==> src/mpu_case_pkg.sv <==
// Shared definitions for the card-status block
// Typedefs for the widths that carry a meaning
// Card identity field positions and expected board constants
// Configuration feedback bit positions and the read register map
package mpu_case_pkg;

    // ------------------------------------------------------------
    // Widths and types
    // ------------------------------------------------------------
    localparam int NUM_CHANNELS = 16;

    typedef logic [31:0]             card_id_t;
    typedef logic [15:0]             version_t;
    typedef logic [3:0]              slot_num_t;
    typedef logic [7:0]              sta_num_t;
    typedef logic [2:0]              box_num_t;
    typedef logic [4:0]              board_type_t;
    typedef logic [NUM_CHANNELS-1:0] chan_mask_t;
    typedef logic [8:0]              reg_addr_t;
    typedef logic [15:0]             reg_data_t;
    typedef logic [7:0]              cfg_flags_t;

    // ------------------------------------------------------------
    // Card identity word layout
    // ------------------------------------------------------------
    localparam int SLOT_LSB = 0;
    localparam int BOX_LSB  = 5;
    localparam int STA_LSB  = 8;
    localparam int TYPE_LSB = 18;

    localparam board_type_t MPU_BOARD_TYPE   = 5'h05;
    localparam version_t    EXPECTED_VERSION = 16'h0100;

    // Feedback byte, bit 0 unused
    localparam int FB_TYPE    = 1;
    localparam int FB_HR      = 2;
    localparam int FB_VERSION = 3;
    localparam int FB_SLOT    = 4;
    localparam int FB_BOX     = 5;
    localparam int FB_STA     = 6;
    localparam int FB_WR_OK   = 7;

    // ------------------------------------------------------------
    // Register map
    // ------------------------------------------------------------
    localparam reg_addr_t ADDR_CFG    = 9'd0;
    localparam reg_addr_t ADDR_SLINK  = 9'd1;
    localparam reg_addr_t ADDR_ENABLE = 9'd2;

endpackage

==> src/case_sync_if.sv <==
// Bundle of retimed configuration and presence inputs
// One source (input retiming), read by both checkers
`timescale 1ns/1ps

interface case_sync_if import mpu_case_pkg::*; ();

    // Backplane straps, two stages
    slot_num_t  slot_num;
    sta_num_t   sta_num;
    box_num_t   box_num;
    chan_mask_t online;

    // Configuration words, one stage
    card_id_t   card_id;
    version_t   code_version;
    chan_mask_t enable_slot;

    modport src (
        output slot_num, sta_num, box_num, online,
        output card_id, code_version, enable_slot
    );

    modport dst (
        input  slot_num, sta_num, box_num, online,
        input  card_id, code_version, enable_slot
    );

endinterface

==> src/case_input_sync.sv <==
// Input retiming for straps, presence and configuration words
// Drives the source side of the sync bundle
`timescale 1ns/1ps

module case_input_sync
    import mpu_case_pkg::*;
(
    input  logic        clk_150m,
    input  logic        rst_150m,
    input  slot_num_t   slot_num,
    input  sta_num_t    sta_num,
    input  box_num_t    box_num,
    input  chan_mask_t  online,
    input  card_id_t    card_id,
    input  version_t    code_version,
    input  chan_mask_t  enable_slot,
    case_sync_if.src    sync
);

    // First stage of the asynchronous straps
    slot_num_t  slot_meta;
    sta_num_t   sta_meta;
    box_num_t   box_meta;
    chan_mask_t online_meta;

    // ------------------------------------------------------------
    // Two stages for straps and presence
    // ------------------------------------------------------------
    always_ff @(posedge clk_150m or negedge rst_150m) begin
        if (!rst_150m) begin
            slot_meta     <= '0;
            sta_meta      <= '0;
            box_meta      <= '0;
            online_meta   <= '0;
            sync.slot_num <= '0;
            sync.sta_num  <= '0;
            sync.box_num  <= '0;
            sync.online   <= '0;
        end else begin
            slot_meta     <= slot_num;
            sta_meta      <= sta_num;
            box_meta      <= box_num;
            online_meta   <= online;
            sync.slot_num <= slot_meta;
            sync.sta_num  <= sta_meta;
            sync.box_num  <= box_meta;
            sync.online   <= online_meta;
        end
    end

    // Configuration words are quasi-static, one stage is enough
    always_ff @(posedge clk_150m or negedge rst_150m) begin
        if (!rst_150m) begin
            sync.card_id      <= '0;
            sync.code_version <= '0;
            sync.enable_slot  <= '0;
        end else begin
            sync.card_id      <= card_id;
            sync.code_version <= code_version;
            sync.enable_slot  <= enable_slot;
        end
    end

endmodule

==> src/cfg_check.sv <==
// Check-interval timer and configuration mismatch flags
// Compares card identity fields against straps and expected constants
// Produces the feedback byte and the summary self-error
`timescale 1ns/1ps

module cfg_check
    import mpu_case_pkg::*;
#(
    parameter int unsigned CHECK_PERIOD = 62500000
) (
    input  logic        clk_150m,
    input  logic        rst_150m,
    case_sync_if.dst    sync,
    input  logic        cfg_wr_ok,
    output cfg_flags_t  cfg_flags,
    output logic        self_cfg_err
);

    localparam int               CNT_W     = $clog2(CHECK_PERIOD + 1);
    localparam logic [CNT_W-1:0] PERIOD_LD = CNT_W'(CHECK_PERIOD);

    logic [CNT_W-1:0] check_cnt;
    logic             check_tick;

    // Fields pulled out of the card identity word
    slot_num_t   id_slot;
    box_num_t    id_box;
    sta_num_t    id_sta;
    board_type_t id_type;

    logic slot_fb;
    logic box_fb;
    logic sta_fb;
    logic type_fb;
    logic ver_fb;

    assign id_slot = sync.card_id[SLOT_LSB +: $bits(slot_num_t)];
    assign id_box  = sync.card_id[BOX_LSB  +: $bits(box_num_t)];
    assign id_sta  = sync.card_id[STA_LSB  +: $bits(sta_num_t)];
    assign id_type = sync.card_id[TYPE_LSB +: $bits(board_type_t)];

    // ------------------------------------------------------------
    // Check interval, tick is one cycle after zero
    // ------------------------------------------------------------
    always_ff @(posedge clk_150m or negedge rst_150m) begin
        if (!rst_150m) begin
            check_cnt  <= '0;
            check_tick <= 1'b0;
        end else begin
            check_tick <= (check_cnt == '0);
            if (check_cnt == '0)
                check_cnt <= PERIOD_LD;
            else
                check_cnt <= check_cnt - 1'b1;
        end
    end

    // Mismatch flags, held between ticks
    always_ff @(posedge clk_150m or negedge rst_150m) begin
        if (!rst_150m) begin
            slot_fb <= 1'b0;
            box_fb  <= 1'b0;
            sta_fb  <= 1'b0;
            type_fb <= 1'b0;
            ver_fb  <= 1'b0;
        end else if (check_tick) begin
            slot_fb <= (id_slot != sync.slot_num);
            box_fb  <= (id_box != sync.box_num);
            sta_fb  <= (id_sta != sync.sta_num);
            type_fb <= (id_type != MPU_BOARD_TYPE);
            ver_fb  <= (sync.code_version != EXPECTED_VERSION);
        end
    end

    // ------------------------------------------------------------
    // Feedback byte
    // ------------------------------------------------------------
    always_comb begin
        cfg_flags             = '0;
        cfg_flags[FB_TYPE]    = type_fb;
        cfg_flags[FB_HR]      = 1'b0;   // no hot redundancy on this board
        cfg_flags[FB_VERSION] = ver_fb;
        cfg_flags[FB_SLOT]    = slot_fb;
        cfg_flags[FB_BOX]     = box_fb;
        cfg_flags[FB_STA]     = sta_fb;
        cfg_flags[FB_WR_OK]   = cfg_wr_ok;
    end

    // Any mismatch, write-ok excluded
    always_ff @(posedge clk_150m or negedge rst_150m) begin
        if (!rst_150m)
            self_cfg_err <= 1'b0;
        else
            self_cfg_err <= |cfg_flags[FB_STA:0];
    end

endmodule

==> src/slot_monitor.sv <==
// Per-channel card presence and dwell timing
// Enable feedback against the configured enable mask
// Link-error synchronizer, masked by the enable mask
`timescale 1ns/1ps

module slot_monitor
    import mpu_case_pkg::*;
#(
    parameter int unsigned SLOT_DWELL = 125000000
) (
    input  logic        clk_150m,
    input  logic        rst_150m,
    case_sync_if.dst    sync,
    input  logic        rd_sel,
    input  chan_mask_t  sta_dval,
    input  chan_mask_t  chn_slink_err,
    output chan_mask_t  enable_fb,
    output chan_mask_t  slink_err
);

    localparam int                 DWELL_W   = $clog2(SLOT_DWELL + 1);
    localparam logic [DWELL_W-1:0] DWELL_MAX = DWELL_W'(SLOT_DWELL);

    chan_mask_t dwell_done;
    chan_mask_t slink_meta;
    chan_mask_t slink_sync;

    // ------------------------------------------------------------
    // Presence and dwell per channel
    // ------------------------------------------------------------
    for (genvar i = 0; i < NUM_CHANNELS; i++) begin : g_chan
        logic               seen;
        logic [DWELL_W-1:0] dwell_cnt;

        // Card has reported status since it came online
        always_ff @(posedge clk_150m or negedge rst_150m) begin
            if (!rst_150m)
                seen <= 1'b0;
            else if (!sync.online[i])
                seen <= 1'b0;
            else if (sta_dval[i])
                seen <= 1'b1;
        end

        // Saturates at the dwell limit
        always_ff @(posedge clk_150m or negedge rst_150m) begin
            if (!rst_150m)
                dwell_cnt <= '0;
            else if (!seen)
                dwell_cnt <= '0;
            else if (dwell_cnt != DWELL_MAX)
                dwell_cnt <= dwell_cnt + 1'b1;
        end

        assign dwell_done[i] = (dwell_cnt == DWELL_MAX);
    end

    // One where the configured enable disagrees with a settled card
    always_ff @(posedge clk_150m or negedge rst_150m) begin
        if (!rst_150m)
            enable_fb <= '0;
        else if (!rd_sel)
            enable_fb <= sync.enable_slot ^ (sync.online & dwell_done);
    end

    // ------------------------------------------------------------
    // Link errors
    // ------------------------------------------------------------
    always_ff @(posedge clk_150m or negedge rst_150m) begin
        if (!rst_150m) begin
            slink_meta <= '0;
            slink_sync <= '0;
        end else begin
            slink_meta <= chn_slink_err;
            slink_sync <= slink_meta;
        end
    end

    // Frozen during a read so the snapshot stays consistent
    always_ff @(posedge clk_150m or negedge rst_150m) begin
        if (!rst_150m)
            slink_err <= '0;
        else if (!rd_sel)
            slink_err <= slink_sync & sync.enable_slot;
    end

endmodule

==> src/status_regfile.sv <==
// Held bus-error flag and the registered read decode
// rd_data follows rd_addr one cycle later while rd_sel is high
`timescale 1ns/1ps

module status_regfile
    import mpu_case_pkg::*;
(
    input  logic        clk_150m,
    input  logic        rst_150m,
    input  logic        rd_sel,
    input  reg_addr_t   rd_addr,
    input  logic        emif_err,
    input  cfg_flags_t  cfg_flags,
    input  chan_mask_t  enable_fb,
    input  chan_mask_t  slink_err,
    output reg_data_t   rd_data
);

    logic emif_err_hold;

    // Bus error sampled only between reads
    always_ff @(posedge clk_150m or negedge rst_150m) begin
        if (!rst_150m)
            emif_err_hold <= 1'b0;
        else if (!rd_sel)
            emif_err_hold <= emif_err;
    end

    // ------------------------------------------------------------
    // Read decode
    // ------------------------------------------------------------
    always_ff @(posedge clk_150m or negedge rst_150m) begin
        if (!rst_150m) begin
            rd_data <= '0;
        end else if (rd_sel) begin
            case (rd_addr)
                ADDR_CFG:
                    rd_data <= {7'h00, emif_err_hold, cfg_flags};
                // Low byte of the error vector goes out in the high byte
                ADDR_SLINK:
                    rd_data <= {slink_err[7:0], slink_err[15:8]};
                ADDR_ENABLE:
                    rd_data <= enable_fb;
                default:
                    rd_data <= '0;
            endcase
        end else begin
            rd_data <= '0;
        end
    end

endmodule

==> src/mpu_case_status.sv <==
// Card-status block for the main processor board
// Input retiming, configuration check, slot monitor, read port
`timescale 1ns/1ps

module mpu_case_status
    import mpu_case_pkg::*;
#(
    parameter int unsigned CHECK_PERIOD = 62500000,
    parameter int unsigned SLOT_DWELL   = 125000000
) (
    input  logic        clk_150m,
    input  logic        rst_150m,

    // Processor read port
    input  logic        rd_sel,
    input  reg_addr_t   rd_addr,
    output reg_data_t   rd_data,

    // Board configuration
    input  card_id_t    card_id,
    input  version_t    code_version,
    input  chan_mask_t  enable_slot,
    input  slot_num_t   slot_num,
    input  sta_num_t    sta_num,
    input  box_num_t    box_num,
    input  logic        emif_err,
    input  logic        cfg_wr_ok,
    output logic        self_cfg_err,

    // Per-channel card status
    input  chan_mask_t  online,
    input  chan_mask_t  sta_dval,
    input  chan_mask_t  chn_slink_err
);

    cfg_flags_t cfg_flags;
    chan_mask_t enable_fb;
    chan_mask_t slink_err;

    case_sync_if sync_if ();

    // ------------------------------------------------------------
    // Retiming and checks
    // ------------------------------------------------------------
    case_input_sync case_input_sync_inst (
        .clk_150m     (clk_150m),
        .rst_150m     (rst_150m),
        .slot_num     (slot_num),
        .sta_num      (sta_num),
        .box_num      (box_num),
        .online       (online),
        .card_id      (card_id),
        .code_version (code_version),
        .enable_slot  (enable_slot),
        .sync         (sync_if.src)
    );

    cfg_check #(
        .CHECK_PERIOD (CHECK_PERIOD)
    ) cfg_check_inst (
        .clk_150m     (clk_150m),
        .rst_150m     (rst_150m),
        .sync         (sync_if.dst),
        .cfg_wr_ok    (cfg_wr_ok),
        .cfg_flags    (cfg_flags),
        .self_cfg_err (self_cfg_err)
    );

    slot_monitor #(
        .SLOT_DWELL   (SLOT_DWELL)
    ) slot_monitor_inst (
        .clk_150m      (clk_150m),
        .rst_150m      (rst_150m),
        .sync          (sync_if.dst),
        .rd_sel        (rd_sel),
        .sta_dval      (sta_dval),
        .chn_slink_err (chn_slink_err),
        .enable_fb     (enable_fb),
        .slink_err     (slink_err)
    );

    // Register read port
    status_regfile status_regfile_inst (
        .clk_150m  (clk_150m),
        .rst_150m  (rst_150m),
        .rd_sel    (rd_sel),
        .rd_addr   (rd_addr),
        .emif_err  (emif_err),
        .cfg_flags (cfg_flags),
        .enable_fb (enable_fb),
        .slink_err (slink_err),
        .rd_data   (rd_data)
    );

endmodule

==> config.mk <==
export PLATFORM = sky130hd
export DESIGN_NAME = mpu_case_status
export DESIGN_NICKNAME = d
export VERILOG_FILES = /design/src/mpu_case_pkg.sv /design/src/case_sync_if.sv /design/src/case_input_sync.sv /design/src/cfg_check.sv /design/src/slot_monitor.sv /design/src/status_regfile.sv /design/src/mpu_case_status.sv
export SDC_FILE = /design/constraint.sdc
export NUM_CORES = 1
export LEC_CHECK = 0
export BUFFER_PORTS_ARGS = -buffer_cell sky130_fd_sc_hd__buf_2
export CAP_MARGIN = 20
export CORE_MARGIN = 2
export CORE_UTILIZATION = 50
export DETAILED_ROUTE_END_ITERATION = 7
export PLACE_DENSITY = 0.67
export SYNTH_ARGS = -nofsm -noshare
export SYNTH_HDL_FRONTEND = slang
export SYNTH_SLANG_ARGS = --single-unit
==> constraint.sdc <==
create_clock -name clk_150m -period 4.8 [get_ports clk_150m]
set_clock_uncertainty 0.2 [all_clocks]
set_input_delay 0.72 -clock clk_150m [delete_from_list [all_inputs] [get_ports clk_150m]]
set_output_delay 0.72 -clock clk_150m [all_outputs]
set_load 0.01 [all_outputs]
==> impl_metrics.tcl, run 1 <==
set metrics [dict create \
    run_status "finished clean" \
    die_width_um 254 \
    pwr-share-comb 0.035 \
    synth.ff_latch_count 676 \
    fp.dieH_um 254 \
    maxCapViolCount 0 \
    boundaryPins 158 \
    worst_ep_arrival_ns 2.86 \
    syn_area_per_cell_um2 10.8 \
    slew_headroom 0.318 \
    synthesis.yosys.warnings 0 \
    detailed_router_s_first_iteration_violation_count 1353 \
    post-route-period-util 0.539 \
    post-place-ws_ns 1.79 \
    cts_tree "done" \
    buffer_ports.inserted 145 \
    standard_cell_core_area_um2 61700 \
    timing.critical_path.max_delay_family "simple AND/OR/NAND/NOR gates" \
    final_cell_area_um2 36400 \
    clock_tree.htree_level_count 3 \
    grt.total_usage 0.209 \
    remaining_antenna_violation_count 0 \
    clockBufferDepth 3 \
    power.ir.vdd_worst_v 0.000324 \
    cts_hold_repair.buffers 84 \
    timing.fmax_ghz 0.386 \
    worstSetupPathType "flip-flop to flip-flop" \
    vias 21798 \
    critical_path.cell_chain "nand3_1, nor3_1, nand3_1, o311ai_0, o41ai_1" \
    initial_utilization 0.506 \
    crit_path_frequent_cell "sky130_fd_sc_hd__nand3_1" \
    final_hold_viol_count 0 \
    routed_via_density 5.39 \
    clk_latency_ns 0.62 \
    cts_root_buf "sky130_fd_sc_hd__clkbuf_16" \
    finalCriticalPeriod_ns 2.59 \
    routed_wl_mm 65.7 \
    seq_area_frac_synth 0.541 \
    die_area_um2 64500 \
    firstDrtPassIters 5 \
    leading_cell_type_in_the_layout_fill_and_taps_excluded "sky130_fd_sc_hd__dfrtp_1" \
    setup_viol_count_final 0 \
    worst-path-max-fanout 7 \
    p_clk_frac 0.480 \
    crit_path_required_time_ns 5.07 \
    placed_cells 3826 \
    worst_setup_hold_path_clk_slew_ns 0.06 \
    slowest_stage "sky130_fd_sc_hd__nor3_1" \
    worst_slew_pin_slew_ns 1.02 \
    final_critical_path_setup_slack_ns 2.21 \
    instances_no_fill 4047 \
    yosysUniqueCellTypes 64 \
    cellLeakagePower_nw 15.7 \
    worst_hold_slack_ns 0.00771 \
    nNetsFinal 3325 \
    globalRoute.totalOverflow 0 \
    syn-num-nets 3069 \
    netlist_instances 2895 \
    place.gp.congestion 0.845 \
    power.internal_mw 9.59 \
    post-cts-setup-buffers 0 \
    place.detailed.hpwl_mm 43.2 \
    critPathLaunchType "flip-flop" \
    area_growth_syn_to_layout_pct 16.4 \
    hold_path.class "primary input to asynchronous set/reset pin" \
    grt_pass1_vias 22241 \
    power_per_cell_area_nw_per_um2 338 \
    synth_ff_type "sky130_fd_sc_hd__dfrtp_1" \
    first_pass_grt_wire_length_mm 110 \
    grt_max_degree 108 \
    sw_frac_of_total 0.219 \
    ctsResizeCount 0 \
    clock_sinks 676 \
    max_stage_delay_ns 0.68 \
    crit_buf_inv 0 \
    numCtsBuffers 73 \
    commonest_cells_after_routing_fill_and_taps_aside "sky130_fd_sc_hd__dfrtp_1, sky130_fd_sc_hd__and2_1, sky130_fd_sc_hd__xnor2_1, sky130_fd_sc_hd__nand2_1, sky130_fd_sc_hd__nand3_1" \
    grt_setup_unrepaired "no" \
    finalSetupTns_ns 0 \
    syn_area_um2 31200 \
    detail_route.drc_violations 0 \
    synthArstFlopShare 1.00 \
    wl_per_cell_um 16.2 \
    synth-edff-count 0 \
    seq_power_share 0.486 \
    placement_rows 91 \
    netSwitchingPower_mw 2.69 \
    placed_instance_area_um2 33000 \
    final_layout_size_suffix_gt1_frac 0.105 \
    post-layout-total-power_mw 12.3 \
    slew_violations 0 \
    finish.utilization 0.589 \
    endpoint_kind "flip-flop" \
    antenna_found_initial 4 \
]
-- Yosys cell counts, types with 8 or more instances --
library cell / instances / area (um2)
sky130_fd_sc_hd__a21boi_0: 46 / 345
sky130_fd_sc_hd__a22o_1: 11 / 96.3
sky130_fd_sc_hd__a22oi_1: 19 / 143
sky130_fd_sc_hd__and2_1: 330 / 2060
sky130_fd_sc_hd__and3_1: 51 / 319
sky130_fd_sc_hd__and4_1: 28 / 245
sky130_fd_sc_hd__clkbuf_1: 64 / 240
sky130_fd_sc_hd__dfrtp_1: 676 / 16900
sky130_fd_sc_hd__ha_1: 33 / 413
sky130_fd_sc_hd__inv_1: 80 / 300
sky130_fd_sc_hd__mux2_2: 8 / 90.1
sky130_fd_sc_hd__mux2i_1: 34 / 340
sky130_fd_sc_hd__nand2_1: 194 / 728
sky130_fd_sc_hd__nand2b_1: 26 / 163
sky130_fd_sc_hd__nand3_1: 182 / 911
sky130_fd_sc_hd__nand4_1: 130 / 813
sky130_fd_sc_hd__nor2_1: 126 / 473
sky130_fd_sc_hd__nor2b_1: 57 / 357
sky130_fd_sc_hd__nor3_1: 52 / 260
sky130_fd_sc_hd__nor3b_1: 18 / 135
sky130_fd_sc_hd__nor4_1: 61 / 382
sky130_fd_sc_hd__nor4b_1: 27 / 236
sky130_fd_sc_hd__nor4bb_1: 8 / 80.1
sky130_fd_sc_hd__o211ai_1: 9 / 67.6
sky130_fd_sc_hd__o21a_1: 17 / 128
sky130_fd_sc_hd__o21ai_0: 55 / 275
sky130_fd_sc_hd__o311ai_0: 11 / 96.3
sky130_fd_sc_hd__o31ai_1: 13 / 97.6
sky130_fd_sc_hd__or2_2: 8 / 50.1
sky130_fd_sc_hd__or3_1: 48 / 300
sky130_fd_sc_hd__or4_1: 19 / 143
sky130_fd_sc_hd__xnor2_1: 259 / 2270
sky130_fd_sc_hd__xor2_1: 115 / 1010
-- worst register-to-register path, cell delays in order, from the launching register on --
cell and delay [ns]:
sky130_fd_sc_hd__dfrtp_1 0.44, sky130_fd_sc_hd__nand3_1 0.17, sky130_fd_sc_hd__nor3_1 0.68, sky130_fd_sc_hd__nand3_1 0.32, sky130_fd_sc_hd__o311ai_0 0.50, sky130_fd_sc_hd__o41ai_1 0.14
-- power by group through the flow --
stage	sequential, mW	clock (mW)	combinational (mW)
6_report	5.96	5.89	0.424
5_1_grt	5.98	6.27	0.484
4_1_cts	5.96	6.04	0.433
3_5_place_dp	6.07	0	0.378
3_3_place_gp	6.06	0	0.364
2_1_floorplan	5.98	0	0.192
-- worst paths after layout --
kind / start / end / slack [ns] / depth (start not counted)
setup / recovery: slot_monitor_inst.g_chan[15].dwell_cnt[2]$_DFFE_PN0P_ / slot_monitor_inst.g_chan[15].dwell_cnt[23]$_DFFE_PN0P_ / 2.21 / 5
hold / removal: rst_150m / slot_monitor_inst.g_chan[13].dwell_cnt[19]$_DFFE_PN0P_ / 0.008 / 1
setup reg to reg: slot_monitor_inst.g_chan[15].dwell_cnt[2]$_DFFE_PN0P_ / slot_monitor_inst.g_chan[15].dwell_cnt[23]$_DFFE_PN0P_ / 2.21 / 5
hold reg to reg: slot_monitor_inst.slink_meta[2]$_DFF_PN0_ / slot_monitor_inst.slink_sync[2]$_DFF_PN0_ / 0.14 / 0
max in group asynchronous: rst_150m / case_input_sync_inst.sync.card_id[0]$_DFF_PN0_ / 3.28 / 2
min in group clk_150m: online[12] / case_input_sync_inst.online_meta[12]$_DFF_PN0_ / 0.03 / 1
-- layout make-up --
type	instances	area [um2]
sequential	676	16900
clock buffer	98	2060
inverter	81	304
multi-input combinational	2067	13800
tap	837	1050
timing repair buffer	252	1800
clock inverter	34	480
fill	5079	25300
antenna	2	5.00
-- sequential cells by signal, indices dropped and copies added (netlist names), 3 cells and up --
| signal | cells |
|---|---|
| slot_monitor_inst.slink_err | 16 |
| case_input_sync_inst.sync.enable_slot | 16 |
| slot_monitor_inst.g_chan.seen | 16 |
| case_input_sync_inst.box_meta | 3 |
| status_regfile_inst.rd_data | 16 |
| case_input_sync_inst.slot_meta | 4 |
| case_input_sync_inst.sync.sta_num | 8 |
| case_input_sync_inst.sync.code_version | 16 |
| case_input_sync_inst.sta_meta | 8 |
| case_input_sync_inst.online_meta | 16 |
| case_input_sync_inst.sync.box_num | 3 |
| case_input_sync_inst.sync.slot_num | 4 |
| cfg_check_inst.check_cnt | 26 |
| slot_monitor_inst.g_chan.dwell_cnt | 432 |
| slot_monitor_inst.slink_sync | 16 |
| slot_monitor_inst.slink_meta | 16 |
| case_input_sync_inst.sync.online | 16 |
| case_input_sync_inst.sync.card_id | 20 |
| slot_monitor_inst.enable_fb | 16 |
-- cell families (layout without fill, tap and decap cells) --
| kind of cell | count (synthesis) | in the layout | synth area share |
|---|---|---|---|
| compound gates | 200 | 200 | 0.0444 |
| fa+ha+maj | 33 | 33 | 0.0132 |
| flops | 676 | 676 | 0.541 |
| mux | 42 | 42 | 0.0138 |
| xor+xnor | 374 | 374 | 0.105 |
| buf+inv | 152 | 465 | 0.0186 |
| simple gates | 1418 | 1418 | 0.264 |
| other cells | 0 | 2 | 0 |
-- layer usage --
layer / up-vias / wire length (um) / global-route usage
met1: 10722 / 30400 / 0.290
met2: 404 / 31100 / 0.340
li1: 10577 / - / -
met3: 93 / 2940 / 0.0337
met5: - / 13 / 0
met4: 2 / 1270 / 0.0563
(Power assumes the default switching activity.)
==> inputs of run 2 (changes only) <==
- ABC_AREA: default -> 1
- clock period: 4.8 -> 2.4 ns (I/O delays scaled with it)
==> impl_metrics.tcl, run 2 <==
set metrics [dict create \
    run_status "finished clean" \
    cellLeakagePower_nw 17.8 \
    cts_tree "done" \
    top_register "slot_monitor_inst.g_chan.dwell_cnt" \
    fp.dieH_um 267 \
    numCtsBuffers 76 \
    remaining_antenna_violation_count 0 \
    p_clk_frac 0.474 \
    netSwitchingPower_mw 6.18 \
    finalCriticalPeriod_ns 2.18 \
    place.gp.congestion 0.930 \
    die_area_um2 71300 \
    clockBufferDepth 3 \
    worst_slew_pin_slew_ns 0.631 \
    max_stage_delay_ns 0.38 \
    syn_area_um2 34600 \
    power_per_cell_area_nw_per_um2 640 \
    setup_viol_count_final 0 \
    grt_pass1_vias 29531 \
    synth_top_cells_by_count "sky130_fd_sc_hd__nand2_1, sky130_fd_sc_hd__nor2_1, sky130_fd_sc_hd__dfrtp_1" \
    cts_root_buf "sky130_fd_sc_hd__clkbuf_16" \
    timing.critical_path.max_delay_family "simple AND/OR/NAND/NOR gates" \
    largest_reg_flops 432 \
    post-route-period-util 0.907 \
    power.internal_mw 19.9 \
    ctsResizeCount 0 \
    globalRoute.totalOverflow 0 \
    standard_cell_core_area_um2 68600 \
    routed_wl_mm 87.6 \
    first_pass_grt_wire_length_mm 147 \
    maxCapViolCount 0 \
    pwr-share-comb 0.061 \
    netlist_instances 4654 \
    critPathLaunchType "flip-flop" \
    reg.largest.list "slot_monitor_inst.g_chan.dwell_cnt: 432 flops, cfg_check_inst.check_cnt: 26 flops, case_input_sync_inst.sync.card_id: 20 flops" \
    crit_path_required_time_ns 2.75 \
    detailed_router_s_first_iteration_violation_count 2424 \
    slowest_stage "sky130_fd_sc_hd__dfrtp_1" \
    critical_path.cell_chain "inv_1, ha_1, nand2_1, nor2_4, nand2_1, nor2_2, inv_1, nand3_1" \
    commonest_cells_after_routing_fill_and_taps_aside "sky130_fd_sc_hd__nand2_1, sky130_fd_sc_hd__nor2_1, sky130_fd_sc_hd__dfrtp_1, sky130_fd_sc_hd__inv_1, sky130_fd_sc_hd__nand3_1" \
    synth_ff_type "sky130_fd_sc_hd__dfrtp_1" \
    netlist_top_cells_area "sky130_fd_sc_hd__dfrtp_1, sky130_fd_sc_hd__nand2_1, sky130_fd_sc_hd__nor2_1, sky130_fd_sc_hd__inv_1, sky130_fd_sc_hd__nand3_1" \
    boundaryPins 158 \
    worst_setup_hold_path_clk_slew_ns 0.07 \
    syn_area_per_cell_um2 7.43 \
    finalSetupTns_ns 0 \
    placement_rows 96 \
    clock_tree.htree_level_count 3 \
    timing.fmax_ghz 0.459 \
    initial_utilization 0.504 \
    grt.total_usage 0.253 \
    synth-edff-count 0 \
    clock_sinks 676 \
    crit_buf_inv 2 \
    netlist.top_cell.by_area "sky130_fd_sc_hd__dfrtp_1" \
    seq_area_frac_synth 0.489 \
    grt_setup_unrepaired "no" \
    detail_route.drc_violations 0 \
    synthArstFlopShare 1.00 \
    syn-num-nets 4828 \
    final_layout_size_suffix_gt1_frac 0.0768 \
    placed_instance_area_um2 36800 \
    antenna_found_initial 3 \
    grt_max_degree 104 \
    final_cell_area_um2 40700 \
    sw_frac_of_total 0.237 \
    synth_top_area_frac 0.489 \
    final_hold_viol_count 0 \
    slew_violations 0 \
    hold_path.class "primary input to asynchronous set/reset pin" \
    area_growth_syn_to_layout_pct 17.7 \
    endpoint_kind "flip-flop" \
    routed_via_density 5.10 \
    worstSetupPathType "flip-flop to flip-flop" \
    buffer_ports.inserted 145 \
    vias 30594 \
    yosysUniqueCellTypes 44 \
    slew_headroom 0.578 \
    power.ir.vdd_worst_v 0.000718 \
    worst-path-max-fanout 9 \
    leading_cell_type_in_the_layout_fill_and_taps_excluded "sky130_fd_sc_hd__nand2_1" \
    post-synth-top-count-cell "sky130_fd_sc_hd__nand2_1" \
    wl_per_cell_um 14.6 \
    place.detailed.hpwl_mm 62.9 \
    die_width_um 267 \
    firstDrtPassIters 6 \
    synthesis.yosys.warnings 0 \
    worst_ep_arrival_ns 2.53 \
    post-cts-setup-buffers 0 \
    synth.ff_latch_count 676 \
    seq_power_share 0.465 \
    cts_hold_repair.buffers 123 \
    clk_latency_ns 0.63 \
    nNetsFinal 5180 \
]
## run 2: cell count changes after synthesis, moves of 112 or more
| cell | previous run | this run |
|---|---|---|
| sky130_fd_sc_hd__a21oi_1 | 6 | 173 |
| sky130_fd_sc_hd__and2_1 | 330 | 2 |
| sky130_fd_sc_hd__inv_1 | 80 | 606 |
| sky130_fd_sc_hd__nand2_1 | 194 | 1206 |
| sky130_fd_sc_hd__nand3_1 | 182 | 341 |
| sky130_fd_sc_hd__nor2_1 | 126 | 860 |
| sky130_fd_sc_hd__nor3_1 | 52 | 194 |
| sky130_fd_sc_hd__o21ai_0 | 55 | 167 |
| sky130_fd_sc_hd__xnor2_1 | 259 | 41 |
## run 2: cell type report
cell class                      instances  area [um2]
Fill cell                            6223       27900
Sequential cell                       676       16900
Multi-Input combinational cell       3313       15200
Timing Repair Buffer                  319        2470
Inverter                              620        2330
Clock buffer                           98        2130
Tap cell                              931        1160
Clock inverter                         38         526
Antenna cell                            1        2.50
## run 2: cell families after synthesis
group	share of synthesized area
and+or+nand+nor	0.339
DFF	0.489
buffers and inverters	0.0727
AOI/OAI and AO/OA	0.0592
xor gates and xnor gates	0.0276
adders and majority gates	0.0119
muxes	0.000289
## run 2: metrics by stage
stage / utilization / setup WS [ns] / instances / hold slack, ns / power [mW]
after floorplan: - / 0.639 / 4654 / -0.136 / 12.9
after global placement: 0.537 / 0.201 / 5736 / 0.125 / 13.7
after detailed placement: 0.537 / 0.181 / 5736 / 0.126 / 13.7
after CTS: 0.593 / 0.218 / 5995 / 0.0427 / 26.3
after global routing: 0.593 / 0.0573 / 5995 / 0.0911 / 27.1
final: 0.593 / 0.222 / 5996 / 0.0754 / 26.0
## run 2: final timing paths
kind	to	start	cells past startpoint	slack, ns
max	cfg_check_inst.check_cnt[11]$_DFF_PN0_	cfg_check_inst.check_cnt[0]$_DFF_PN0_	8	0.22
min	slot_monitor_inst.g_chan[11].dwell_cnt[23]$_DFFE_PN0P_	rst_150m	2	0.08
max reg2reg	cfg_check_inst.check_cnt[11]$_DFF_PN0_	cfg_check_inst.check_cnt[0]$_DFF_PN0_	8	0.22
min reg2reg	slot_monitor_inst.slink_sync[15]$_DFF_PN0_	slot_monitor_inst.slink_meta[15]$_DFF_PN0_	0	0.14
max in group asynchronous	case_input_sync_inst.sync.card_id[18]$_DFF_PN0_	rst_150m	3	1.00
min in group clk_150m	status_regfile_inst.rd_data[7]$_DFF_PN0_	rd_addr[2]	7	0.10
## run 2: power by group through the flow
stage	combinational [mW]	clock (mW)	sequential (mW)
floorplan	0.735	0	12.2
global placement	1.42	0	12.3
detailed placement	1.44	0	12.3
CTS	1.61	12.6	12.1
global route	1.83	13.1	12.1
finish	1.59	12.4	12.1
## run 2: metal layers
metal / global-route usage / part of all wire / wire (um) / vias to the layer above
met5: 0 / 0.00015 / 13 / -
met4: 0.0703 / 0.021 / 1810 / 2
met3: 0.0415 / 0.060 / 5280 / 136
met2: 0.406 / 0.45 / 39400 / 793
met1: 0.357 / 0.47 / 41100 / 14198
li1: - / - / - / 15465
==> inputs of run 3 (changes only) <==
- RECOVER_POWER: default -> 25
==> impl_metrics.tcl, run 3 (synthesis gave the netlist of run 2 again) <==
set metrics [dict create \
    run_status "finished clean" \
    detail_route.drc_violations 0 \
    worst_ep_arrival_ns 2.52 \
    ctsResizeCount 0 \
    die_width_um 267 \
    finalSetupTns_ns 0 \
    detailed_router_s_first_iteration_violation_count 2327 \
    antenna_found_initial 3 \
    power_per_cell_area_nw_per_um2 642 \
    standard_cell_core_area_um2 68600 \
    nNetsFinal 5180 \
    grt_setup_unrepaired "no" \
    clockBufferDepth 3 \
    slowest_stage "sky130_fd_sc_hd__dfrtp_1" \
    crit_path_required_time_ns 2.75 \
    final_layout_size_suffix_gt1_frac 0.0709 \
    place.detailed.hpwl_mm 62.9 \
    worstSetupPathType "flip-flop to flip-flop" \
    worst-path-max-fanout 9 \
    first_pass_grt_wire_length_mm 147 \
    reg.largest.list "slot_monitor_inst.g_chan.dwell_cnt: 432 flops, cfg_check_inst.check_cnt: 26 flops, case_input_sync_inst.sync.card_id: 20 flops" \
    maxCapViolCount 0 \
    firstDrtPassIters 5 \
    numCtsBuffers 76 \
    finalCriticalPeriod_ns 2.17 \
    post-cts-setup-buffers 0 \
    placement_rows 96 \
    clock_tree.htree_level_count 3 \
    globalRoute.totalOverflow 0 \
    critPathLaunchType "flip-flop" \
    wl_per_cell_um 14.6 \
    cts_root_buf "sky130_fd_sc_hd__clkbuf_16" \
    slew_violations 0 \
    commonest_cells_after_routing_fill_and_taps_aside "sky130_fd_sc_hd__nand2_1, sky130_fd_sc_hd__nor2_1, sky130_fd_sc_hd__dfrtp_1, sky130_fd_sc_hd__inv_1, sky130_fd_sc_hd__nand3_1" \
    timing.critical_path.max_delay_family "simple AND/OR/NAND/NOR gates" \
    n_fill_cell 6257 \
    remaining_antenna_violation_count 0 \
    worst_slew_pin_slew_ns 1.46 \
    critical_path.cell_chain "inv_1, ha_1, nand2_1, nor2_4, nand2_1, nor2_2, inv_1, nand3_1" \
    hold_path.class "primary input to flip-flop" \
    top_register "slot_monitor_inst.g_chan.dwell_cnt" \
    clk_latency_ns 0.63 \
    slew_headroom 0.0279 \
    leading_cell_type_in_the_layout_fill_and_taps_excluded "sky130_fd_sc_hd__nand2_1" \
    final_hold_viol_count 0 \
    vias 30527 \
    grt_pass1_vias 29531 \
    routed_via_density 5.09 \
    power.ir.vdd_worst_v 0.000718 \
    cts_tree "done" \
    timing.fmax_ghz 0.461 \
    buffer_ports.inserted 145 \
    final_cell_area_um2 40600 \
    cellLeakagePower_nw 17.7 \
    die_area_um2 71300 \
    grt_max_degree 104 \
    post-route-period-util 0.904 \
    crit_buf_inv 2 \
    placed_instance_area_um2 36800 \
    clock_sinks 676 \
    endpoint_kind "flip-flop" \
    grt.total_usage 0.253 \
    largest_reg_flops 432 \
    fp.dieH_um 267 \
    setup_viol_count_final 0 \
    max_stage_delay_ns 0.38 \
    initial_utilization 0.504 \
    area_growth_syn_to_layout_pct 17.3 \
    r2r_slack_ns 0.23 \
    worst_setup_hold_path_clk_slew_ns 0.07 \
    routed_wl_mm 87.6 \
    place.gp.congestion 0.930 \
    boundaryPins 158 \
]
[run 3: cell count changes in the layout (fill, tap and decap cells not counted)]
| cell | previous run | this run |
|---|---|---|
| sky130_fd_sc_hd__clkbuf_1 | 10 | 40 |
| sky130_fd_sc_hd__buf_4 | 41 | 20 |
| sky130_fd_sc_hd__buf_2 | 144 | 128 |
| sky130_fd_sc_hd__clkbuf_2 | 0 | 8 |
| sky130_fd_sc_hd__buf_12 | 10 | 8 |
| sky130_fd_sc_hd__clkbuf_4 | 0 | 2 |
| sky130_fd_sc_hd__buf_8 | 1 | 0 |
[run 3: report_power, final]
group	internal [mW]	total [mW]	leakage, nW	switching (mW)
logic	0.595	1.56	7.49	0.964
clock network	7.47	12.4	1.28	4.89
registers	11.8	12.1	8.91	0.336
[run 3: what timing repair did]
action	CTS	global route
hold buffers	123	0
hold endpoints to repair	443	0
setup endpoints to repair	0	0
[run 3: final cells by class]
type	instances	area [um2]	share of cell area
repair buffers	319	2350	0.0579
multi-input cells	3313	15200	0.374
diodes	1	2.50	0.0000617
clock inverters	38	526	0.0130
inverters	620	2330	0.0574
flip-flops and latches	676	16900	0.417
clock buffers	98	2130	0.0524
well taps	931	1160	0.0287
[run 3: per-layer routing]
metal / vias to the layer above / GRT usage / routed length, um
met4: 2 / 0.0703 / 1810
met1: 14163 / 0.357 / 41400
met5: - / 0 / 13
li1: 15459 / - / -
met2: 764 / 0.406 / 39300
met3: 139 / 0.0415 / 5010
[run 3: worst register-to-register path: cells and delay by family, from the launching register on]
kind                       cells  cell delay (ns)
and+or+nand+nor                5             1.02
DFF                            1             0.38
buffers and inverters          2             0.32
adders and majority gates      1             0.19
[run 3: stage by stage]
step	hold WS (ns)	util	setup slack [ns]	std cells	total power, mW
floorplan	-0.136	-	0.639	4654	12.9
global placement	0.125	0.537	0.201	5736	13.7
detailed placement	0.126	0.537	0.181	5736	13.7
CTS	0.0427	0.593	0.218	5995	26.3
global route	0.111	0.591	0.0441	5995	27.1
finish	0.102	0.591	0.230	5996	26.0
[run 3: final timing paths]
check	startpoint	cells after the start	end
max in group asynchronous	rst_150m	4	slot_monitor_inst.g_chan[9].dwell_cnt[25]$_DFFE_PN0P_
hold / removal	rd_addr[2]	7	status_regfile_inst.rd_data[7]$_DFF_PN0_
setup / recovery	cfg_check_inst.check_cnt[0]$_DFF_PN0_	8	cfg_check_inst.check_cnt[11]$_DFF_PN0_
min in group asynchronous	rst_150m	2	slot_monitor_inst.g_chan[11].dwell_cnt[23]$_DFFE_PN0P_
setup reg to reg	cfg_check_inst.check_cnt[0]$_DFF_PN0_	8	cfg_check_inst.check_cnt[11]$_DFF_PN0_
hold reg to reg	slot_monitor_inst.slink_meta[15]$_DFF_PN0_	0	slot_monitor_inst.slink_sync[15]$_DFF_PN0_
